[config.mk]
export PLATFORM = sky130hd
export DESIGN_NAME = qsim_ctrl_flat
export DESIGN_NICKNAME = d
export VERILOG_FILES = /design/src/qsim_pkg.sv /design/src/sweep_if.sv /design/src/qsim_ctrl.sv /design/src/flat_wrapper.sv
export SDC_FILE = /design/constraint.sdc
export NUM_CORES = 1
export LEC_CHECK = 0
export ABC_CLOCK_PERIOD_IN_PS = 2670
export BUFFER_PORTS_ARGS = -buffer_cell sky130_fd_sc_hd__buf_2
export CAP_MARGIN = 20
export CORE_MARGIN = 8
export CORE_UTILIZATION = 50
export CTS_BUF_LIST = sky130_fd_sc_hd__clkbuf_4 sky130_fd_sc_hd__clkbuf_8
export DETAILED_ROUTE_END_ITERATION = 12
export GPL_TIMING_DRIVEN = 1
export PLACE_DENSITY = 0.79
export SETUP_SLACK_MARGIN = 0.2
export SLEW_MARGIN = 20
export SYNTH_ARGS = -nofsm -noshare
export SYNTH_HDL_FRONTEND = slang
export SYNTH_SLANG_ARGS = --single-unit
export TNS_END_PERCENT = 30
[constraint.sdc]
create_clock -name clk -period 2.67 [get_ports clk]
set_input_delay 0 -clock clk [delete_from_list [all_inputs] [get_ports clk]]
set_output_delay 0 -clock clk [all_outputs]
set_load 0.01 [all_outputs]
[src/qsim_pkg.sv]
package qsim_pkg;

  // ------------------------------------------------------------
  // sizes
  // ------------------------------------------------------------

  // largest state vector is 2^4 amplitudes
  localparam int MAX_QUBITS = 4;
  // one real or imaginary part
  localparam int DATA_W = 32;
  // all four srams share this address width
  localparam int ADDR_W = 16;

  // ------------------------------------------------------------
  // word formats
  // ------------------------------------------------------------

  // signed part, wraps modulo 2^32
  typedef logic signed [DATA_W-1:0] part_t;

  // complex amplitude, real half on top
  // same layout in input, scratchpad, output and gates memories
  typedef struct packed {
    part_t re;
    part_t im;
  } amp_t;

  typedef logic [ADDR_W-1:0] addr_t;

  // word 0 of the input sram
  typedef struct packed {
    logic [DATA_W-1:0] qubits;
    logic [DATA_W-1:0] gates;
  } hdr_t;

  // ------------------------------------------------------------
  // controller states
  // ------------------------------------------------------------
  typedef enum logic [2:0] {
    reset_st,
    idle,
    load_hdr,
    setup,
    sweep,
    drain,
    next_gate
  } ctrl_state_t;

endpackage

[src/sweep_if.sv]
interface sweep_if
  import qsim_pkg::*;
();

  // holds the sweep idle, counters and strobes cleared
  logic  clr;
  // low reads input sram and writes scratchpad
  logic  rd_scratch;
  // products per gate, N*N
  addr_t n_sq;
  // N-1, picks the column out of the product count
  addr_t row_mask;
  // first word of the current gate in the gates sram
  addr_t gate_base;
  // level, high once the last row of the gate is written
  logic  done;

  // controller side
  modport ctrl (
    output clr, rd_scratch, n_sq, row_mask, gate_base,
    input  done
  );

  // address sweep side
  modport sweep (
    input  clr, rd_scratch, n_sq, row_mask, gate_base,
    output done
  );

endinterface

[src/qsim_ctrl.sv]
module qsim_ctrl
  import qsim_pkg::*;
#(
  parameter int max_qubits = MAX_QUBITS
) (
  input  logic         clk,
  input  logic         reset_n,
  input  logic         dut_valid,
  output logic         dut_ready,
  input  amp_t         hdr_word,
  sweep_if.ctrl        sw
);

  // qubit count needs to hold max_qubits itself
  localparam int QW = $clog2(max_qubits + 1);
  // N*N can reach 2^(2*max_qubits)
  localparam int NSQ_W = 2 * max_qubits + 1;

  ctrl_state_t           state;
  ctrl_state_t           state_nxt;
  hdr_t                  hdr;
  logic [QW-1:0]         q_r;
  logic [NSQ_W-1:0]      n_sq_r;
  logic [max_qubits-1:0] mask_r;
  logic [DATA_W-1:0]     gates_left;
  addr_t                 base_r;
  logic                  rd_scratch_r;

  // header sits on the input read data while the sweep is cleared
  assign hdr = hdr_t'(hdr_word);

  // ------------------------------------------------------------
  // outputs
  // ------------------------------------------------------------
  assign dut_ready     = (state == idle);
  // sweep only runs in its own state
  assign sw.clr        = (state != sweep);
  assign sw.rd_scratch = rd_scratch_r;
  assign sw.n_sq       = addr_t'(n_sq_r);
  assign sw.row_mask   = addr_t'(mask_r);
  assign sw.gate_base  = base_r;

  // ------------------------------------------------------------
  // job fsm
  // ------------------------------------------------------------
  always_ff @(posedge clk) begin
    if (!reset_n) begin
      state <= reset_st;
    end else begin
      state <= state_nxt;
    end
  end

  always_comb begin
    state_nxt = state;
    case (state)
      reset_st:  state_nxt = idle;
      idle: begin
        if (dut_valid) state_nxt = load_hdr;
      end
      load_hdr:  state_nxt = setup;
      setup:     state_nxt = sweep;
      // wait for the last row write of this gate
      sweep: begin
        if (sw.done) state_nxt = drain;
      end
      // one cleared cycle drops done
      drain:     state_nxt = next_gate;
      // last gate ends the job, ready comes back via reset_st
      next_gate: state_nxt = (gates_left == 1) ? reset_st : sweep;
      default:   state_nxt = reset_st;
    endcase
  end

  // ------------------------------------------------------------
  // job geometry
  // ------------------------------------------------------------
  always_ff @(posedge clk) begin
    if (state == load_hdr) begin
      q_r <= QW'(hdr.qubits);
    end
    if (state == setup) begin
      // N*N = 2^(2Q)
      n_sq_r <= NSQ_W'(1) << (2 * q_r);
      mask_r <= max_qubits'((NSQ_W'(1) << q_r) - 1'b1);
    end
  end

  // gate counter, gate offset, ping-pong select
  always_ff @(posedge clk) begin
    if (!reset_n) begin
      gates_left   <= '0;
      base_r       <= '0;
      rd_scratch_r <= 1'b0;
    end else begin
      case (state)
        load_hdr: gates_left <= hdr.gates;
        // first gate reads the input sram
        setup: begin
          base_r       <= '0;
          rd_scratch_r <= 1'b0;
        end
        // next matrix starts one gate stride further on
        next_gate: begin
          gates_left   <= gates_left - 1'b1;
          base_r       <= base_r + addr_t'(n_sq_r);
          rd_scratch_r <= !rd_scratch_r;
        end
        default: ;
      endcase
    end
  end

  // encoding has one spare code, never entered
  state_legal: assert property (@(posedge clk) disable iff (!reset_n)
    state inside {reset_st, idle, load_hdr, setup, sweep, drain, next_gate});

endmodule

[src/flat_wrapper.sv]
// flat-port wrapper written by rule: the top's interface ports become plain ports
module qsim_ctrl_flat import qsim_pkg::*;
#(
  parameter int max_qubits = MAX_QUBITS
)
  (clk, reset_n, dut_valid, dut_ready, hdr_word, sw_clr, sw_rd_scratch, sw_n_sq, sw_row_mask, sw_gate_base, sw_done);
  sweep_if sw_i ();
  input  logic clk;
  input  logic reset_n;
  input  logic dut_valid;
  output logic dut_ready;
  input  amp_t hdr_word;
  output wire logic [$bits(sw_i.clr)-1:0] sw_clr;
  output wire logic [$bits(sw_i.rd_scratch)-1:0] sw_rd_scratch;
  output wire logic [$bits(sw_i.n_sq)-1:0] sw_n_sq;
  output wire logic [$bits(sw_i.row_mask)-1:0] sw_row_mask;
  output wire logic [$bits(sw_i.gate_base)-1:0] sw_gate_base;
  input wire logic [$bits(sw_i.done)-1:0] sw_done;
  assign sw_clr = sw_i.clr;
  assign sw_rd_scratch = sw_i.rd_scratch;
  assign sw_n_sq = sw_i.n_sq;
  assign sw_row_mask = sw_i.row_mask;
  assign sw_gate_base = sw_i.gate_base;
  assign sw_i.done = sw_done;
  qsim_ctrl #(.max_qubits(max_qubits)) u_core (.clk(clk), .reset_n(reset_n), .dut_valid(dut_valid), .dut_ready(dut_ready), .hdr_word(hdr_word), .sw(sw_i));
endmodule
==> impl.org <==
** Setup path
- The signal on the critical path passes through or4_4 > nor2_1 > nand4_1 > or3_1 > a21o_1 > a21oi_2.
- The critical path starts at u_core.gates_left[2].
- Cells on worst reg2reg path :: 6
- The critical path is of the reg2reg type.
- Largest driver fanout on the critical path :: 6
- The kind of cell with the highest combined delay along the critical path is simple AND/OR/NAND/NOR gates.
- The worst setup path is launched from a register.
- Cell type of the slowest stage on the worst timing path :: sky130_fd_sc_hd__or4_4
- Critical R2R Capture :: u_core.gates_left[24]
- Reg-to-reg critical path startpoint :: u_core.gates_left[2]
- The worst setup path is captured at a register.
- Slowest Stage Delay on Critical Path :: 590 ps
- For flop-to-flop paths, the worst setup slack is 420 ps.
- The number of buffers and inverters on the critical path is 0.
- At the worst endpoint, the required time is 2940 ps.
- Arrival @ worst endpoint :: 2520 ps

** Yosys
- Average cell area after synthesis :: 8.42 um2
- In this run, synthesis inferred 12 flip-flops with an integrated enable.
- After synthesis the netlist holds a flip-flop and latch count of 64.
- The synthesized design spends more area on one cell type than any other, namely sky130_fd_sc_hd__dfxtp_1.
- Of all flip-flops after synthesis, the portion carrying an async set or reset was 0.
- Synth area leaders :: sky130_fd_sc_hd__dfxtp_1 (28%), sky130_fd_sc_hd__edfxtp_1 (9.8%), sky130_fd_sc_hd__buf_4 (4.7%), sky130_fd_sc_hd__a22oi_1 (4.3%), sky130_fd_sc_hd__nand2_1 (4.1%)
- For this run, the leading register cell type out of synthesis is sky130_fd_sc_hd__dfxtp_1.
- Of the post-synthesis cell area, the dominant cell type holds 0.284.
- Syn Inst Count :: 435
- The cell area that synthesis handed to floorplanning was 3660 um2.
- The share of the Yosys chip area taken by registers is 0.383.
- Number of warnings reported in the yosys synthesis log :: 0
- Count of cell types in the netlist :: 59

** Routing
- Total met2 wirelength after detailed routing :: 4.89 mm
- # DRC :: 0
- Violation count after the first detailed-routing iteration :: 273
- Routed vias/inst :: 5.79
- Number of detailed-route iterations in the first pass :: 5
- Routed length per instance :: 15.7 um
- Met3 Wirelength :: 631 um
- In the final routing, the length of wire on met1 measures 4.25 mm.
- The highest layer touched by signal routing is met4.
- Antenna viol nets, final :: 0
- Detailed Route WL :: 9.96 mm
- Total via count after detailed routing :: 3,662

** STA
- Worst slew margin :: 0.459
- Static timing analysis puts the maximum clock frequency at 0.445 GHz.
- The worst path in the final design needs a cycle of 2250 ps, including I/O delays and setup.
- The max-slew violation total from the final report is 0.
- Setup repair after global routing missed its margin :: false
- Final hold violations :: 0
- Slew at the pin closest to its max-slew limit :: 810 ps
- Across the routed clock network, the largest skew measured is 9.14 ps.
- Period utilisation layout :: 0.841
- Adding up every negative setup slack in the final design gives 0 ps.
- Count of final setup violators :: 0

** Clock network
- The later pin in the worst-skew pair is clocked with a latency of 340 ps.
- Clk Tree Root Cell :: sky130_fd_sc_hd__clkbuf_8
- Clock Tree Buf Depth :: 2
- CTS built an H-tree with a depth of 3.
- CTS Buf Count :: 9
- TritonCTS clock tree :: done
- Clock slew seen by the registers of the worst setup and hold paths :: 70 ps
- Clock sink count :: 64
- Post-CTS timing repair inserted 0 buffers for setup.

** Floorplan
- Top-level port count :: 119
- Die extent in x :: 102 um
- Total core area :: 7180 um2
- The die covers 10,300 um2.
- The die is 102 um tall.
- Standard-cell row count :: 31
- Initial Util :: 0.510

** Power
- In this run the static leakage power is 1.89 nW.
- PD cells :: 567 nW/um2
- Power spent charging and discharging nets :: 732 uW
- Combinational cell fraction of total power :: 0.201
- The internal portion of the total power is 1.86 mW.
- Across the VDD grid, the largest voltage drop is 0.000383 V.
- The share of total power dissipated in sequential elements is 0.406.
- Switching share of total power :: 0.283
- Of the total power, the clock network draws 0.393.

** Global routing
- Summed over all layers, the global routing overflow is 0.
- The via count of the first global-routing pass was 3,361.
- The number of antenna violations at the first check in global routing was 0.
- For this run, the total global-route usage over all layers was measured as 0.191.
- Maximum number of pins on one net before global-route repair :: 37
- The first global-routing pass estimated 15.8 mm of wire.

** Placed design
- Number of I/O port buffers :: 66
- Half-perimeter wire length after placement :: 6.75 mm
- Routability-driven placement finished with a final weighted congestion of 0.902.

** Run
- Max-capacitance violation count :: 0

** Min path
- The path with the worst hold slack has its endpoint at u_core.gates_left[0].
- In this run the worst hold path is classified as in2reg.
- The startpoint identified for the worst hold timing path is hdr_word[0].
- WHS Path Cells :: 3

** Cells and area
- Measured on the finished design, the core utilization comes to 0.636.
- In the final layout, the share of cells above drive strength 1 is 0.195.
- P&R area growth vs syn :: 24.7%
- 0 antenna diodes ended up in the layout.
- Number of nets in the layout :: 606

** Outcome
- The flow ran to the end, and the final reports show no timing, DRC or antenna violations.
[worst reg2reg max path, cell delays in order, from the launching register on]
cell and delay [ps]:
sky130_fd_sc_hd__dfxtp_1 370, sky130_fd_sc_hd__or4_4 590, sky130_fd_sc_hd__nor2_1 320, sky130_fd_sc_hd__nand4_1 240
sky130_fd_sc_hd__or3_1 350, sky130_fd_sc_hd__a21o_1 190, sky130_fd_sc_hd__a21oi_2 120
[placed cells by master (no fill, tap or decap), drive strengths merged, types with 5 or more instances in the layout]
cell type,instances
edfxtp,12
o22ai,5
nand4,8
ha,9
mux2,5
clkbuf,10
nor2,40
inv,12
dfxtp,52
or3,10
nor4,11
mux2i,10
nor3,16
dlygate4sd3,33
nand2,40
a21oi,30
a31oi,8
nand3,16
a22oi,21
o221ai,8
conb,23
or4,6
buf,75
o21ai,12
[cells by family after synthesis]
kind of cell	after synthesis	share of synthesized area
DFF	64	0.383
muxes	15	0.0427
and+or+nand+nor	168	0.236
AOI/OAI and AO/OA	113	0.208
xor gates and xnor gates	5	0.0120
buffers and inverters	60	0.0865
adders and majority gates	9	0.0308
other	1	0.00102
[cell type report]
class	count	area, um2
Inverter	13	48.8
Fill cell	616	2610
Sequential cell	64	1400
Tap cell	99	124
Clock buffer	10	131
Timing Repair Buffer	108	728
Clock inverter	6	108
Multi-Input combinational cell	333	2030
[power groups by stage]
stage	Combinational, mW	Sequential [mW]	Clock [mW]
after global placement	0.456	1.07	0
final	0.520	1.05	1.02
after CTS	0.511	1.05	1.02
after global routing	0.570	1.06	1.06
after floorplan	0.374	1.07	0
after detailed placement	0.466	1.07	0
[Yosys cell counts (5+ instances only)]
master,n
sky130_fd_sc_hd__dfxtp_1,52
sky130_fd_sc_hd__nand2_1,40
sky130_fd_sc_hd__nor2_1,40
sky130_fd_sc_hd__a21oi_1,29
sky130_fd_sc_hd__buf_4,23
sky130_fd_sc_hd__a22oi_1,21
sky130_fd_sc_hd__clkbuf_1,18
sky130_fd_sc_hd__nand3_1,16
sky130_fd_sc_hd__nor3_1,15
sky130_fd_sc_hd__edfxtp_1,12
sky130_fd_sc_hd__inv_1,12
sky130_fd_sc_hd__o21ai_0,12
sky130_fd_sc_hd__mux2i_1,10
sky130_fd_sc_hd__nor4_1,10
sky130_fd_sc_hd__or3_1,10
sky130_fd_sc_hd__ha_1,9
sky130_fd_sc_hd__a31oi_1,8
sky130_fd_sc_hd__nand4_1,8
sky130_fd_sc_hd__o221ai_1,8
sky130_fd_sc_hd__mux2_2,5
sky130_fd_sc_hd__o22ai_1,5
[worst max path at each step]
stage                               to  depth (start not counted)
3_5_place_dp     u_core.gates_left[24]                          6
2_1_floorplan  u_core.sw.gate_base[13]                          8
5_1_grt          u_core.gates_left[29]                          6
6_report         u_core.gates_left[24]                          6
3_3_place_gp     u_core.gates_left[24]                          6
4_1_cts          u_core.gates_left[24]                          6
[state kept, by name (all words and copies together) (netlist names)]
| signal | cells |
|---|---|
| u_core.sw.gate_base | 16 |
| u_core.state | 3 |
| u_core.mask_r | 4 |
| u_core.q_r | 3 |
| u_core.n_sq_r | 5 |
| u_core.sw.rd_scratch | 1 |
| u_core.gates_left | 32 |
[what timing repair did]
item	in CTS	in global routing
hold endpoints to repair	33	0
gates resized for setup	0	0
hold buffers	33	0
[per-layer routing]
metal  GRT usage  vias up
li1            -     1767
met4      0.0997        0
met1       0.231     1747
met5           0        -
met2       0.316      134
met3      0.0337       14
[through the flow]
stage	total power [mW]	cells	hold WS [ps]	worst slack, ps	instance area, um2
floorplan	1.44	457	98.9	596	3740
global placement	1.53	584	177	508	4000
detailed placement	1.54	584	178	474	4000
CTS	2.59	633	3.37	450	4570
global route	2.69	633	12.4	305	4570
finish	2.59	633	7.99	424	4570
(Power assumes the default switching activity.)
