$ cat src/qsim_pkg.sv
package qsim_pkg;

  // ------------------------------------------------------------
  // sizes
  // ------------------------------------------------------------

  // largest state vector is 2^4 amplitudes
  localparam int MAX_QUBITS = 4;
  // one real or imaginary part
  localparam int DATA_W = 32;
  // all four srams share this address width
  localparam int ADDR_W = 16;

  // ------------------------------------------------------------
  // word formats
  // ------------------------------------------------------------

  // signed part, wraps modulo 2^32
  typedef logic signed [DATA_W-1:0] part_t;

  // complex amplitude, real half on top
  // same layout in input, scratchpad, output and gates memories
  typedef struct packed {
    part_t re;
    part_t im;
  } amp_t;

  typedef logic [ADDR_W-1:0] addr_t;

  // word 0 of the input sram
  typedef struct packed {
    logic [DATA_W-1:0] qubits;
    logic [DATA_W-1:0] gates;
  } hdr_t;

  // ------------------------------------------------------------
  // controller states
  // ------------------------------------------------------------
  typedef enum logic [2:0] {
    reset_st,
    idle,
    load_hdr,
    setup,
    sweep,
    drain,
    next_gate
  } ctrl_state_t;

endpackage

$ cat src/sweep_if.sv
interface sweep_if
  import qsim_pkg::*;
();

  // holds the sweep idle, counters and strobes cleared
  logic  clr;
  // low reads input sram and writes scratchpad
  logic  rd_scratch;
  // products per gate, N*N
  addr_t n_sq;
  // N-1, picks the column out of the product count
  addr_t row_mask;
  // first word of the current gate in the gates sram
  addr_t gate_base;
  // level, high once the last row of the gate is written
  logic  done;

  // controller side
  modport ctrl (
    output clr, rd_scratch, n_sq, row_mask, gate_base,
    input  done
  );

  // address sweep side
  modport sweep (
    input  clr, rd_scratch, n_sq, row_mask, gate_base,
    output done
  );

endinterface

$ cat src/addr_sweep.sv
module addr_sweep
  import qsim_pkg::*;
#(
  parameter int max_qubits = MAX_QUBITS
) (
  input  logic   clk,
  input  logic   reset_n,
  sweep_if.sweep sw,
  output addr_t  gate_addr,
  output addr_t  state_rd_addr,
  output addr_t  out_wr_addr,
  output addr_t  input_wr_addr,
  output addr_t  scratch_wr_addr,
  output logic   input_we,
  output logic   scratch_we,
  output logic   out_we,
  output logic   term_valid,
  output logic   row_first
);

  // product counter spans N*N - 1
  localparam int CNT_W = 2 * max_qubits;
  // address reg to write strobe
  // read, products, sum, accumulate
  localparam int WR_LAT = 4;

  logic [CNT_W-1:0]      cnt;
  logic [max_qubits-1:0] col;
  logic [max_qubits-1:0] wr_row;
  logic                  fin;
  logic                  issue;
  logic                  last;
  logic                  vld_a;
  logic                  first_a;
  logic [WR_LAT-1:0]     end_pipe;
  logic [WR_LAT-1:0]     last_pipe;
  logic                  last_we;

  // column index, low Q bits of the count
  assign col   = cnt[max_qubits-1:0] & sw.row_mask[max_qubits-1:0];
  assign last  = (cnt == CNT_W'(sw.n_sq - 1'b1));
  // one product per cycle until the count saturates
  assign issue = !sw.clr && !fin;

  // ------------------------------------------------------------
  // product counter
  // ------------------------------------------------------------
  always_ff @(posedge clk) begin
    if (!reset_n || sw.clr) begin
      cnt <= '0;
      fin <= 1'b0;
    end else if (issue) begin
      if (last) begin
        fin <= 1'b1;
      end else begin
        cnt <= cnt + 1'b1;
      end
    end
  end

  // ------------------------------------------------------------
  // read addresses
  // ------------------------------------------------------------
  // gate matrix is row-major, count walks it directly
  always_ff @(posedge clk) begin
    gate_addr <= sw.gate_base + addr_t'(cnt);
  end

  // cleared address is 0 so the header shows up on the input read data
  // input sram state starts at word 1, scratchpad at word 0
  always_ff @(posedge clk) begin
    if (!reset_n || sw.clr) begin
      state_rd_addr <= '0;
      vld_a         <= 1'b0;
      first_a       <= 1'b0;
      end_pipe      <= '0;
      last_pipe     <= '0;
      term_valid    <= 1'b0;
      row_first     <= 1'b0;
    end else begin
      if (issue) begin
        state_rd_addr <= addr_t'(col) + addr_t'(!sw.rd_scratch);
      end
      vld_a      <= issue;
      first_a    <= issue && (col == '0);
      end_pipe   <= {end_pipe[WR_LAT-2:0], issue && (col == sw.row_mask[max_qubits-1:0])};
      last_pipe  <= {last_pipe[WR_LAT-2:0], issue && last};
      // read data arrives one cycle after the address
      term_valid <= vld_a;
      row_first  <= first_a;
    end
  end

  // ------------------------------------------------------------
  // write side
  // ------------------------------------------------------------
  always_ff @(posedge clk) begin
    if (!reset_n || sw.clr) begin
      out_we     <= 1'b0;
      input_we   <= 1'b0;
      scratch_we <= 1'b0;
      last_we    <= 1'b0;
      wr_row     <= '0;
    end else begin
      // output sram always, plus the state memory not being read
      out_we     <= end_pipe[WR_LAT-1];
      input_we   <= end_pipe[WR_LAT-1] && sw.rd_scratch;
      scratch_we <= end_pipe[WR_LAT-1] && !sw.rd_scratch;
      last_we    <= last_pipe[WR_LAT-1];
      if (end_pipe[WR_LAT-1]) wr_row <= wr_row + 1'b1;
    end
  end

  // row addresses latched with the strobe
  always_ff @(posedge clk) begin
    if (end_pipe[WR_LAT-1]) begin
      out_wr_addr   <= addr_t'(wr_row);
      input_wr_addr <= addr_t'(wr_row) + 1'b1;
    end
  end

  // scratchpad rows line up with output rows
  assign scratch_wr_addr = out_wr_addr;

  // gate done once the last row is in
  always_ff @(posedge clk) begin
    if (!reset_n || sw.clr) begin
      sw.done <= 1'b0;
    end else if (last_we) begin
      sw.done <= 1'b1;
    end
  end

  // ping-pong, never both state memories in one cycle
  we_onehot: assert property (@(posedge clk) disable iff (!reset_n)
    !(input_we && scratch_we));

  // every state write is mirrored to the output sram
  we_mirror: assert property (@(posedge clk) disable iff (!reset_n)
    (input_we || scratch_we) |-> out_we);

endmodule

$ cat src/flat_wrapper.sv
// flat-port wrapper written by rule: the top's interface ports become plain ports
module addr_sweep_flat import qsim_pkg::*;
#(
  parameter int max_qubits = MAX_QUBITS
)
  (clk, reset_n, gate_addr, state_rd_addr, out_wr_addr, input_wr_addr, scratch_wr_addr, input_we, scratch_we, out_we, term_valid, row_first, sw_clr, sw_rd_scratch, sw_n_sq, sw_row_mask, sw_gate_base, sw_done);
  sweep_if sw_i ();
  input  logic clk;
  input  logic reset_n;
  output addr_t gate_addr;
  output addr_t state_rd_addr;
  output addr_t out_wr_addr;
  output addr_t input_wr_addr;
  output addr_t scratch_wr_addr;
  output logic input_we;
  output logic scratch_we;
  output logic out_we;
  output logic term_valid;
  output logic row_first;
  input wire logic [$bits(sw_i.clr)-1:0] sw_clr;
  input wire logic [$bits(sw_i.rd_scratch)-1:0] sw_rd_scratch;
  input wire logic [$bits(sw_i.n_sq)-1:0] sw_n_sq;
  input wire logic [$bits(sw_i.row_mask)-1:0] sw_row_mask;
  input wire logic [$bits(sw_i.gate_base)-1:0] sw_gate_base;
  output wire logic [$bits(sw_i.done)-1:0] sw_done;
  assign sw_i.clr = sw_clr;
  assign sw_i.rd_scratch = sw_rd_scratch;
  assign sw_i.n_sq = sw_n_sq;
  assign sw_i.row_mask = sw_row_mask;
  assign sw_i.gate_base = sw_gate_base;
  assign sw_done = sw_i.done;
  addr_sweep #(.max_qubits(max_qubits)) u_core (.clk(clk), .reset_n(reset_n), .sw(sw_i), .gate_addr(gate_addr), .state_rd_addr(state_rd_addr), .out_wr_addr(out_wr_addr), .input_wr_addr(input_wr_addr), .scratch_wr_addr(scratch_wr_addr), .input_we(input_we), .scratch_we(scratch_we), .out_we(out_we), .term_valid(term_valid), .row_first(row_first));
endmodule
$ cat config.mk
export PLATFORM = sky130hd
export DESIGN_NAME = addr_sweep_flat
export DESIGN_NICKNAME = d
export VERILOG_FILES = /design/src/qsim_pkg.sv /design/src/sweep_if.sv /design/src/addr_sweep.sv /design/src/flat_wrapper.sv
export SDC_FILE = /design/constraint.sdc
export NUM_CORES = 1
export LEC_CHECK = 0
export BUFFER_PORTS_ARGS = -buffer_cell sky130_fd_sc_hd__buf_2
export CAP_MARGIN = 15
export CORE_ASPECT_RATIO = 1.1
export CORE_MARGIN = 5
export CORE_UTILIZATION = 45
export CTS_BUF_LIST = sky130_fd_sc_hd__clkbuf_8 sky130_fd_sc_hd__clkbuf_16
export DETAILED_ROUTE_END_ITERATION = 8
export PLACE_DENSITY = 0.77
export SLEW_MARGIN = 10
export SYNTH_ARGS = -nofsm -noshare
export SYNTH_HDL_FRONTEND = slang
export SYNTH_SLANG_ARGS = --single-unit
$ cat constraint.sdc
create_clock -name clk -period 6.1 [get_ports clk]
set_clock_uncertainty 0.2 [all_clocks]
set_input_delay 1.22 -clock clk [delete_from_list [all_inputs] [get_ports clk]]
set_output_delay 1.22 -clock clk [all_outputs]
set_load 0.05 [all_outputs]
==> flow_summary.rst, run 1 <==
.. list-table::
   :header-rows: 1

   * - Metric
     - Value
   * - Ranking of synthesized cells by area
     - dfxtp_1 (34%), buf_4 (13%), edfxtp_1 (8.9%)
   * - Maximum buffer depth of the clock tree
     - 2
   * - Ratio of total power to cell area
     - between 200 and 300 mW/mm²
   * - Wire length after detailed routing
     - 5770 µm
   * - Combinational power share
     - 0.165
   * - Final Max Tran Viols
     - 0
   * - Remaining max-slew budget at the tightest pin
     - 0.309
   * - Gate count after technology mapping
     - 315
   * - Leakage power
     - 1.63 nW
   * - P&R area growth vs syn
     - 13.2%
   * - Setup Crit Path Kind
     - in2reg
   * - Area used by multi-input combinational logic
     - 0.00144 mm²
   * - Die outline width
     - 88.4 µm
   * - Number of buffers created by CTS
     - 9
   * - Routability congestion estimate from global placement
     - 0.777
   * - Routed wire per std cell
     - 12.2 µm
   * - Worst min path class
     - reg2reg
   * - Part of the cycle the worst path needs
     - 0.523
   * - Switching share of total power
     - 0.310
   * - Worst-path clk slew
     - 80 ps
   * - Initial antenna violation count
     - 0
   * - Core Area
     - ~0.0066 mm²
   * - Largest fanout of any net on the critical path
     - 11
   * - Net switching power
     - 279 µW
   * - Aggregate negative setup slack
     - 0 ps
   * - Most frequent cell after synthesis
     - buf_4
   * - Unrepaired setup endpoints after global routing
     - false
   * - Clock latency on the worst-skew pair
     - roughly 330 ps
   * - Die Y
     - 96.3 µm
   * - Worst hold slack
     - 227 ps
   * - Sequential element share of the synthesized area
     - 0.424
   * - GRT Resource Usage Total
     - 0.139
   * - Startpoint of the lowest-slack register-to-register path
     - u_core.cnt[3]
   * - Max Clk Rate
     - ~310 MHz
   * - Detail Placement HPWL
     - 4530 µm
   * - Final critical-path required period
     - 3190 ps
   * - Via count of the first global-routing pass
     - 2097
   * - Average cell area after synthesis
     - 9.67 µm²
   * - TritonCTS sink count
     - 60
   * - Router iterations before antenna repair
     - 4
   * - Top cell type by total area after synthesis
     - dfxtp_1
   * - Total number of yosys warnings
     - 0
   * - Critical Path Start
     - sw_n_sq[0]
   * - Count of antenna diodes in the layout
     - 0
   * - First-pass GRT wire length
     - 9220 µm
   * - Row count
     - 31
   * - Max H-tree Level
     - 3
   * - Internal Dissipation
     - 620 µW
   * - # fillers
     - just over 600
   * - Element type at the critical path start
     - input pin
   * - Result of the run
     - completed
   * - Element type at the critical path end
     - register
   * - Antenna Nets Post-Route
     - 0
   * - CTS Hold Buffers Added
     - 0
   * - Top cell types by occurrence after synthesis
     - buf_4 (52), dfxtp_1 (51), nor2_1 (21), xnor2_1 (20), nand2_1 (17)
   * - Root buffer cell
     - clkbuf_8
   * - Async set or reset register ratio after synthesis
     - 0
   * - Tightest Pin Transition
     - 1030 ps
   * - Cell variety after synth
     - 41
   * - Worst hold start
     - u_core.vld_a
   * - Net total in the final layout
     - 451
   * - Grt ovf
     - 0
   * - Fraction of synthesized cell area taken by the top area cell type
     - 0.335
   * - Boundary pin count
     - approximately 140
   * - Endpoints failing hold
     - 0
   * - Remaining routing DRC violations
     - 0
   * - Effective utilization at floorplan
     - 0.462
   * - Die area
     - 0.00851 mm²
   * - FF/Latch Area
     - ~0.0013 mm²
   * - Pin count of the biggest net entering global routing
     - 24
   * - Post-synth top flop
     - dfxtp_1
   * - Data required time of the critical path
     - about 6000 ps
   * - Final number of setup-violating endpoints
     - 0
   * - Drt initial violations
     - 44
   * - Worst path arrival time
     - 3210 ps
   * - Cell area after synthesis
     - 0.00305 mm²
   * - Count of buffers inserted at the top-level ports
     - 71
   * - Setup slack, reg-to-reg
     - 3500 ps
   * - Via count
     - 2186
   * - Portion of total power attributed to sequential cells
     - 0.460
   * - Clock tree from TritonCTS
     - built
   * - Count of max-cap constraint violations
     - 0
   * - Number of flops mapped to enable cells by yosys
     - 9
   * - Setup fix buffers added after clock tree synthesis
     - 0
   * - Register bit count reported by yosys
     - 60
   * - Share of post-route cells with drive strength above 1
     - 0.246
   * - Part of the total power dissipated in the clock network
     - 0.375
   * - VDD IR max
     - 0.131 mV
   * - Cts repair resizes
     - 0
   * - Detailed-route vias per instance
     - around 4.6
placed cells by master, fill, tap and decap left out, drive strengths merged, types with 5 or more instances in the layout:
cell and instances:
xnor2 20, dfxtp 51, inv 15, nor2 21, xor2 13, conb 46, edfxtp 9, a21oi 16
nand3 16, nand2b 7, o21ai 6, and3 5, ha 13, buf 73, clkbuf 11, nand2 17
mux2i 8, and2 11
cells by family after synthesis:
group                    count (synthesis)  synth area share
AO/OA/AOI/OAI                           37            0.0830
other                                    1           0.00123
multiplexers                             8            0.0263
XOR/XNOR                                33            0.0949
buffers and inverters                   72             0.159
AND/OR/NAND/NOR                         90             0.152
adder cells (fa/ha/maj)                 14            0.0600
flip-flops                              60             0.424
worst max-delay path: stages:
cell     delay (ps)
buf_2           120
inv_1            50
ha_1            290
xor2_1          130
nand3_1          90
nor3_1          830
a21oi_1         280
mux2i_1         180
state kept, by name, indices dropped and copies added, names as in the netlist, 4 cells and up:
signal,flops
u_core.end_pipe,4
u_core.last_pipe,4
u_core.cnt,8
u_core.gate_addr,16
u_core.wr_row,4
u_core.state_rd_addr,5
u_core.out_wr_addr,4
u_core.input_wr_addr,5
power by group through the flow:
| stage | sequential, mW | combinational [mW] | clock [mW] |
|---|---|---|---|
| 2_1_floorplan | 0.451 | 0.116 | 0 |
| 5_1_grt | 0.415 | 0.159 | 0.366 |
| 4_1_cts | 0.414 | 0.148 | 0.347 |
| 6_report | 0.414 | 0.149 | 0.337 |
| 3_3_place_gp | 0.423 | 0.146 | 0 |
| 3_5_place_dp | 0.423 | 0.148 | 0 |
path summary, 6_finish.rpt:
path              depth (start not counted)                end
setup reg to reg                          6      u_core.cnt[0]
hold / removal                            1  u_core.term_valid
hold reg to reg                           1  u_core.term_valid
setup / recovery                          8      u_core.cnt[0]
routing by layer:
metal,global-route usage,routed length [µm],vias to the layer above
met4,0.0592,59,0
li1,-,-,1101
met2,0.254,3000,81
met1,0.148,2220,999
met5,0,0,-
met3,0.0368,497,5
per-stage QoR:
step	setup WS [ps]	utilization	power, mW	std cells	area, µm²
6_report	2910	0.523	0.900	472	3450
5_1_grt	2720	0.523	0.939	472	3450
3_3_place_gp	2580	0.493	0.569	456	3250
3_5_place_dp	2550	0.493	0.571	456	3250
2_1_floorplan	3110	-	0.566	360	3210
4_1_cts	2900	0.523	0.910	472	3450
final cells by class:
class,count,area share
multi-input combinational,228,0.417
sequential,60,0.374
timing repair buffer,73,0.107
clock buffer,11,0.0472
tap,82,0.0298
inverter,13,0.0142
clock inverter,5,0.00980
Note: power is estimated with default switching activity, not from simulation.
==> run 2, diff against run 1 <==
CORE_UTILIZATION = 43   (was 45)
clock period = 2.8 ns   (was 6.1 ns; I/O delays follow)
==> run 2 against run 1 <==
  * Worst setup slack got worse by 2500 ps
  * Routed wire length is 1.9% higher
  * Clock power up 120%
  * Non-clock buffer count is 4 higher
  * Critical path depth decreased by 1
  * Count of clock-buffer cells in the layout shrank 1
  * Highest routed layer unchanged
==> flow_summary.rst, run 2 (synthesis gave the netlist of run 1 again) <==
.. list-table::
   :header-rows: 1

   * - Metric
     - Value
   * - Commonest non-fill, non-tap cell in the layout
     - buf_2
   * - Sink of the worst hold path
     - u_core.scratch_we
   * - Placement Cell Area
     - 0.00329 mm² (+1.0%)
   * - Worst min path class
     - in2reg
   * - Final Max Tran Viols
     - 0 (unchanged)
   * - Endpoints failing hold
     - 0 (unchanged)
   * - Remaining max-slew budget at the tightest pin
     - 0.611 (+0.301)
   * - Count of buffers inserted at the top-level ports
     - 71 (unchanged)
   * - Pin count of the biggest net entering global routing
     - 15 (-38%)
   * - Element type at the critical path start
     - register
   * - Count of max-cap constraint violations
     - 0 (unchanged)
   * - Unrepaired setup endpoints after global routing
     - false
   * - Clock latency on the worst-skew pair
     - 330 ps (about the same)
   * - Number of flip-flops in the largest register
     - 16 (unchanged)
   * - Cts repair resizes
     - 0 (unchanged)
   * - Leakage power
     - 1.65 nW (+1.1%)
   * - Most used cells in the layout excluding fill and tap cells
     - buf_2 (71), dfxtp_1 (51), conb_1 (46)
   * - Net total in the final layout
     - 455 (+0.89%)
   * - Count of antenna diodes in the layout
     - 0 (unchanged)
   * - Cell family with most CP delay
     - compound AO/OA/AOI/OAI gates
   * - Root buffer cell
     - clkbuf_8
   * - Critical path cell sequence
     - ha_1 > a21o_1 > a21oi_1 > o21ba_2 > o21ai_0 > nand3_1 > xnor2_1
   * - Max H-tree Level
     - 3 (unchanged)
   * - Max Clk Rate
     - about 420 MHz
   * - Die Y
     - 98.3 µm (+2.1%)
   * - Register-to-Register Path Depth
     - 7 (+1)
   * - Count of buffering cells on the critical path with inverters included
     - 0 (-2)
   * - Worst hold start
     - sw_rd_scratch
   * - Worst-path clk slew
     - 70 ps (about the same)
   * - Tightest Pin Transition
     - 578 ps (-450 ps)
   * - Element type at the critical path end
     - register
   * - Drt initial violations
     - 52 (+18%)
   * - Final critical-path required period
     - 2360 ps
   * - Hold Path Cell Cnt
     - 2 (+1)
   * - Aggregate negative setup slack
     - 0 ps (unchanged)
   * - Effective utilization at floorplan
     - 0.437 (-0.0247)
   * - Endpoint of the most critical register-to-register path
     - u_core.gate_addr[10]
   * - Final number of setup-violating endpoints
     - 0 (unchanged)
   * - Detail Placement HPWL
     - 4640 µm (+2.4%)
   * - Core Area
     - 0.00697 mm² (+5.7%)
   * - Ratio of total power to cell area
     - 571 mW/mm² (+120%)
   * - Peak per-stage delay on the critical path
     - 480 ps (-350 ps)
   * - # fillers
     - 673 (+9.1%)
   * - VDD IR max
     - 0.280 mV (+110%)
   * - Grt ovf
     - 0 (unchanged)
   * - CTS Hold Buffers Added
     - 0 (unchanged)
   * - Register name with the most flops
     - u_core.gate_addr
   * - Share of post-route cells with drive strength above 1
     - 0.254 (+0.00765)
   * - Finished layout cell area
     - 0.00348 mm² (+0.91%)
   * - Setup fix buffers added after clock tree synthesis
     - 0 (unchanged)
   * - P&R area growth vs syn
     - 14.3%
   * - TritonCTS sink count
     - 60 (unchanged)
   * - Die outline width
     - 90.2 µm (+2.0%)
   * - Remaining routing DRC violations
     - 0 (unchanged)
   * - Part of the cycle the worst path needs
     - 0.843
   * - Number of buffers created by CTS
     - 9 (unchanged)
   * - Critical Path Slowest Stage Cell
     - o21ai_0
   * - Routability congestion estimate from global placement
     - 0.759 (-2.3%)
   * - Setup Crit Path Kind
     - reg2reg
   * - Boundary pin count
     - 138 (unchanged)
   * - Worst path arrival time
     - 2380 ps (-830 ps)
   * - Initial antenna violation count
     - 0 (unchanged)
   * - Setup slack, reg-to-reg
     - 440 ps (-3060 ps)
   * - Detailed-route vias per instance
     - 4.61 (-0.47%)
   * - Maximum buffer depth of the clock tree
     - 2 (unchanged)
   * - Antenna Nets Post-Route
     - 0 (unchanged)
   * - Die area
     - 0.00887 mm² (+4.1%)
   * - Largest fanout of any net on the critical path
     - 10 (-1)
   * - Wire length after detailed routing
     - 5880 µm (+1.9%)
   * - Router iterations before antenna repair
     - 4 (unchanged)
   * - GRT Resource Usage Total
     - 0.138 (-0.000294)
   * - Row count
     - 32 (+3.2%)
   * - First-pass GRT wire length
     - 9960 µm (+8.1%)
   * - Routed wire per std cell
     - 12.3 µm (+0.38%)
   * - Result of the run
     - completed
   * - Via count of the first global-routing pass
     - 2196 (+4.7%)
   * - Via count
     - 2208 (+1.0%)
   * - Clock tree from TritonCTS
     - built
   * - Biggest registers after layout
     - u_core.gate_addr x16, u_core.cnt x8
   * - Data required time of the critical path
     - 2820 ps (-3300 ps)
   * - Startpoint of the lowest-slack register-to-register path
     - u_core.cnt[2]
run 2: how the worst max path moves through the flow:
stage / to / cells after the start / slack (ps) / start
after floorplan: u_core.gate_addr[10] / 8 / 470 / sw_gate_base[0]
after global placement: u_core.gate_addr[12] / 9 / 200 / sw_gate_base[0]
after detailed placement: u_core.gate_addr[10] / 9 / 120 / sw_gate_base[0]
after CTS: u_core.gate_addr[10] / 7 / 410 / u_core.cnt[2]
after global routing: u_core.gate_addr[14] / 7 / 260 / u_core.cnt[2]
final: u_core.gate_addr[10] / 7 / 440 / u_core.cnt[2]
run 2: through the flow:
| step | worst slack, ps | power (mW) | util | instances | hold slack [ps] |
|---|---|---|---|---|---|
| after floorplan | 473 | 1.23 | - | 360 | 206 |
| after global placement | 200 | 1.24 | 0.472 | 463 | 208 |
| after detailed placement | 122 | 1.25 | 0.472 | 463 | 218 |
| after CTS | 414 | 2.01 | 0.499 | 479 | 179 |
| after global routing | 258 | 2.08 | 0.499 | 479 | 192 |
| final | 441 | 1.99 | 0.499 | 479 | 193 |
run 2: layer usage:
metal / up-vias / routed length, µm / GRT usage
met3: 7 / 452 / 0.0485
met2: 82 / 3050 / 0.236
met1: 1014 / 2330 / 0.154
met5: - / 0 / 0
li1: 1105 / - / -
met4: 0 / 42 / 0.0641
run 2: cell type report:
cell class,count,area (µm²),area share
multi-input cells,228,1440,0.414
flip-flops and latches,60,1290,0.371
repair buffers,77,400,0.115
clock inverters,6,56.3,0.0162
inverters,13,48.8,0.0140
clock buffers,10,138,0.0396
well taps,85,106,0.0306
run 2: power by group:
| group | switching (mW) | internal (mW) |
|---|---|---|
| logic | 0.266 | 0.0651 |
| clock network | 0.330 | 0.427 |
| registers | 0.00572 | 0.893 |
| total | 0.602 | 1.38 |
==> run 3, diff against run 2 <==
clock period = 2 ns   (was 2.8 ns; I/O delays follow)
==> run 3 against run 2 <==
  * Core utilization rose by 3.3 points
  * Sequential power rose by 40%
  * Critical path depth grew 1
  * Sequential share of layout area fell by 2.2 points
  * Highest routed layer unchanged
  * Count of clock-buffer cells in the layout did not move
  * Global-route usage down 0.13 points
==> flow_summary.rst, run 3 (synthesis gave the netlist of run 1 again) <==
.. list-table::
   :header-rows: 1

   * - Metric
     - Value
   * - Result of the run
     - completed
   * - Endpoints failing hold
     - 0 (unchanged)
   * - Finished layout cell area
     - 0.00371 mm² (+6.7%)
   * - Biggest registers after layout
     - u_core.gate_addr x16, u_core.cnt x8
   * - Detailed-route vias per instance
     - 4.53 (-1.7%)
   * - Grt ovf
     - 0 (unchanged)
   * - Remaining routing DRC violations
     - 0 (unchanged)
   * - Die outline width
     - 90.2 µm (unchanged)
   * - Final number of setup-violating endpoints
     - 0 (unchanged)
   * - Critical path cell sequence
     - buf_4 > fa_2 > a21o_1 > a21oi_2 > o21ba_4 > o21ai_4 > nand3_1 > xnor2_1
   * - Final Max Tran Viols
     - 0 (unchanged)
   * - Routed wire per std cell
     - 12.1 µm (-1.5%)
   * - Max Clk Rate
     - 513 MHz (+21%)
   * - First-pass GRT wire length
     - 9890 µm (-0.69%)
   * - Routability congestion estimate from global placement
     - 0.738 (-2.8%)
   * - Worst path arrival time
     - 2010 ps (-370 ps)
   * - Utilization after layout
     - 0.533 (+0.0332)
   * - Row count
     - 32 (unchanged)
   * - Clock latency on the worst-skew pair
     - 340 ps (about the same)
   * - # fillers
     - 658 (-2.2%)
   * - Pin count of the biggest net entering global routing
     - 17 (+2)
   * - Part of the cycle the worst path needs
     - 0.974 (+0.132)
   * - Element type at the critical path start
     - register
   * - Clock tree from TritonCTS
     - built
   * - Element type at the critical path end
     - register
   * - Critical Path Slowest Stage Cell
     - fa_2
   * - Largest fanout of any net on the critical path
     - 4 (-6)
   * - Drt initial violations
     - 68 (+31%)
   * - Die Y
     - 98.3 µm (unchanged)
   * - Wire length after detailed routing
     - 6010 µm (+2.2%)
   * - Die area
     - 0.00887 mm² (unchanged)
   * - Worst min path class
     - in2reg
   * - Portion of total power attributed to sequential cells
     - 0.420 (-0.032)
   * - DP Cell Count
     - 481 (+3.9%)
   * - Boundary pin count
     - 138 (unchanged)
   * - Effective utilization at floorplan
     - 0.437 (unchanged)
   * - Via count of the first global-routing pass
     - 2269 (+3.3%)
   * - Root buffer cell
     - clkbuf_8
   * - Remaining max-slew budget at the tightest pin
     - 0.613 (+0.00228)
   * - Setup fix buffers added after clock tree synthesis
     - 0 (unchanged)
   * - Final Instance Count excl. Fillers
     - 497 (+3.8%)
   * - Count of buffers inserted at the top-level ports
     - 71 (unchanged)
   * - Share of post-route cells with drive strength above 1
     - 0.313 (+0.0593)
   * - Via count
     - 2251 (+1.9%)
   * - Setup Crit Path Kind
     - reg2reg
   * - VDD IR max
     - 0.474 mV (+69%)
   * - Part of the total power dissipated in the clock network
     - 0.418 (+0.037)
   * - Number of buffers created by CTS
     - 9 (unchanged)
   * - Router iterations before antenna repair
     - 4 (unchanged)
   * - Worst-path clk slew
     - 70 ps (about the same)
   * - Total power after layout
     - 3.00 mW (+51%)
   * - Net switching power
     - 869 µW (+44%)
   * - Most used cells in the layout excluding fill and tap cells
     - buf_2 (71), dfxtp_1 (49), conb_1 (46)
   * - Tightest Pin Transition
     - 580 ps (+1.89 ps)
   * - Final critical-path required period
     - 1950 ps (-411 ps)
   * - GRT Resource Usage Total
     - 0.137 (-0.00129)
   * - Core Area
     - 0.00697 mm² (unchanged)
   * - Internal Dissipation
     - 2.13 mW (+54%)
   * - Ratio of total power to cell area
     - 807 mW/mm² (+41%)
   * - P&R area growth vs syn
     - 21.9%
   * - Initial antenna violation count
     - 0 (unchanged)
   * - TritonCTS sink count
     - 60 (unchanged)
   * - Data required time of the critical path
     - 2060 ps (-760 ps)
   * - CTS Hold Buffers Added
     - 0 (unchanged)
   * - Cell family with most CP delay
     - compound AO/OA/AOI/OAI gates
   * - Detail Placement HPWL
     - 4780 µm (+3.0%)
   * - Maximum buffer depth of the clock tree
     - 2 (unchanged)
   * - Placement Cell Area
     - 0.00344 mm² (+4.6%)
   * - Commonest non-fill, non-tap cell in the layout
     - buf_2
   * - Count of antenna diodes in the layout
     - 0 (unchanged)
   * - Max H-tree Level
     - 3 (unchanged)
   * - Leakage power
     - 1.76 nW (+6.4%)
   * - Antenna Nets Post-Route
     - 0 (unchanged)
   * - Number of flip-flops in the largest register
     - 16 (unchanged)
   * - Peak per-stage delay on the critical path
     - 360 ps (-120 ps)
   * - Net total in the final layout
     - 473 (+4.0%)
   * - Switching share of total power
     - 0.290 (-0.0129)
   * - Count of max-cap constraint violations
     - 0 (unchanged)
   * - Combinational power share
     - 0.162 (-0.005)
   * - Count of buffering cells on the critical path with inverters included
     - 1 (+1)
   * - Unrepaired setup endpoints after global routing
     - true
   * - Register name with the most flops
     - u_core.gate_addr
[run 3: layer usage]
layer	up-vias	wire [µm]	track usage	share of wire
met4	0	56	0.0470	0.0093
met2	80	3090	0.234	0.51
met1	1018	2360	0.155	0.39
met5	-	0	0	0
met3	7	500	0.0555	0.083
li1	1146	-	-	-
[run 3: cell type report]
type	instances	area (µm²)	area share
clock buffers	10	149	0.0401
well taps	85	106	0.0287
repair buffers	95	536	0.144
inverters	13	48.8	0.0131
multi-input cells	228	1490	0.402
flip-flops and latches	60	1290	0.349
clock inverters	6	85.1	0.0229
[run 3: repair_timing]
item / in CTS / in global routing
pin swaps: 1 / 2
resized for setup: 0 / 7
setup endpoints to repair: 3 / 12
[run 3: final timing paths]
| check | start | end | slack [ps] | cells past startpoint |
|---|---|---|---|---|
| setup / recovery | u_core.cnt[1] | u_core.gate_addr[12] | 50 | 8 |
| hold / removal | sw_rd_scratch | u_core.scratch_we | 30 | 2 |
| setup reg to reg | u_core.cnt[1] | u_core.gate_addr[12] | 50 | 8 |
| hold reg to reg | u_core.first_a | u_core.row_first | 230 | 1 |
[run 3: power groups by stage]
stage | logic (mW) | clock network (mW) | registers, mW
after global routing | 0.517 | 1.34 | 1.26
after global placement | 0.475 | 0 | 1.28
after detailed placement | 0.481 | 0 | 1.28
after floorplan | 0.354 | 0 | 1.37
final | 0.486 | 1.25 | 1.26
after CTS | 0.482 | 1.28 | 1.26
[run 3: metrics by stage]
stage,setup WS [ps],setup TNS (ps),hold slack (ps)
floorplan,3.09,0,206
global route,-45.8,-164,26.6
detailed placement,-257,-3140,216
finish,51.2,0,35.0
global placement,-199,-2410,207
CTS,27.6,0,20.2
[run 3: worst register-to-register path: stages, from the launching register on]
cell and delay (ps):
dfxtp_2 340, buf_4 160, fa_2 360, a21o_1 170, a21oi_2 170, o21ba_4 170
o21ai_4 80, nand3_1 120, xnor2_1 120
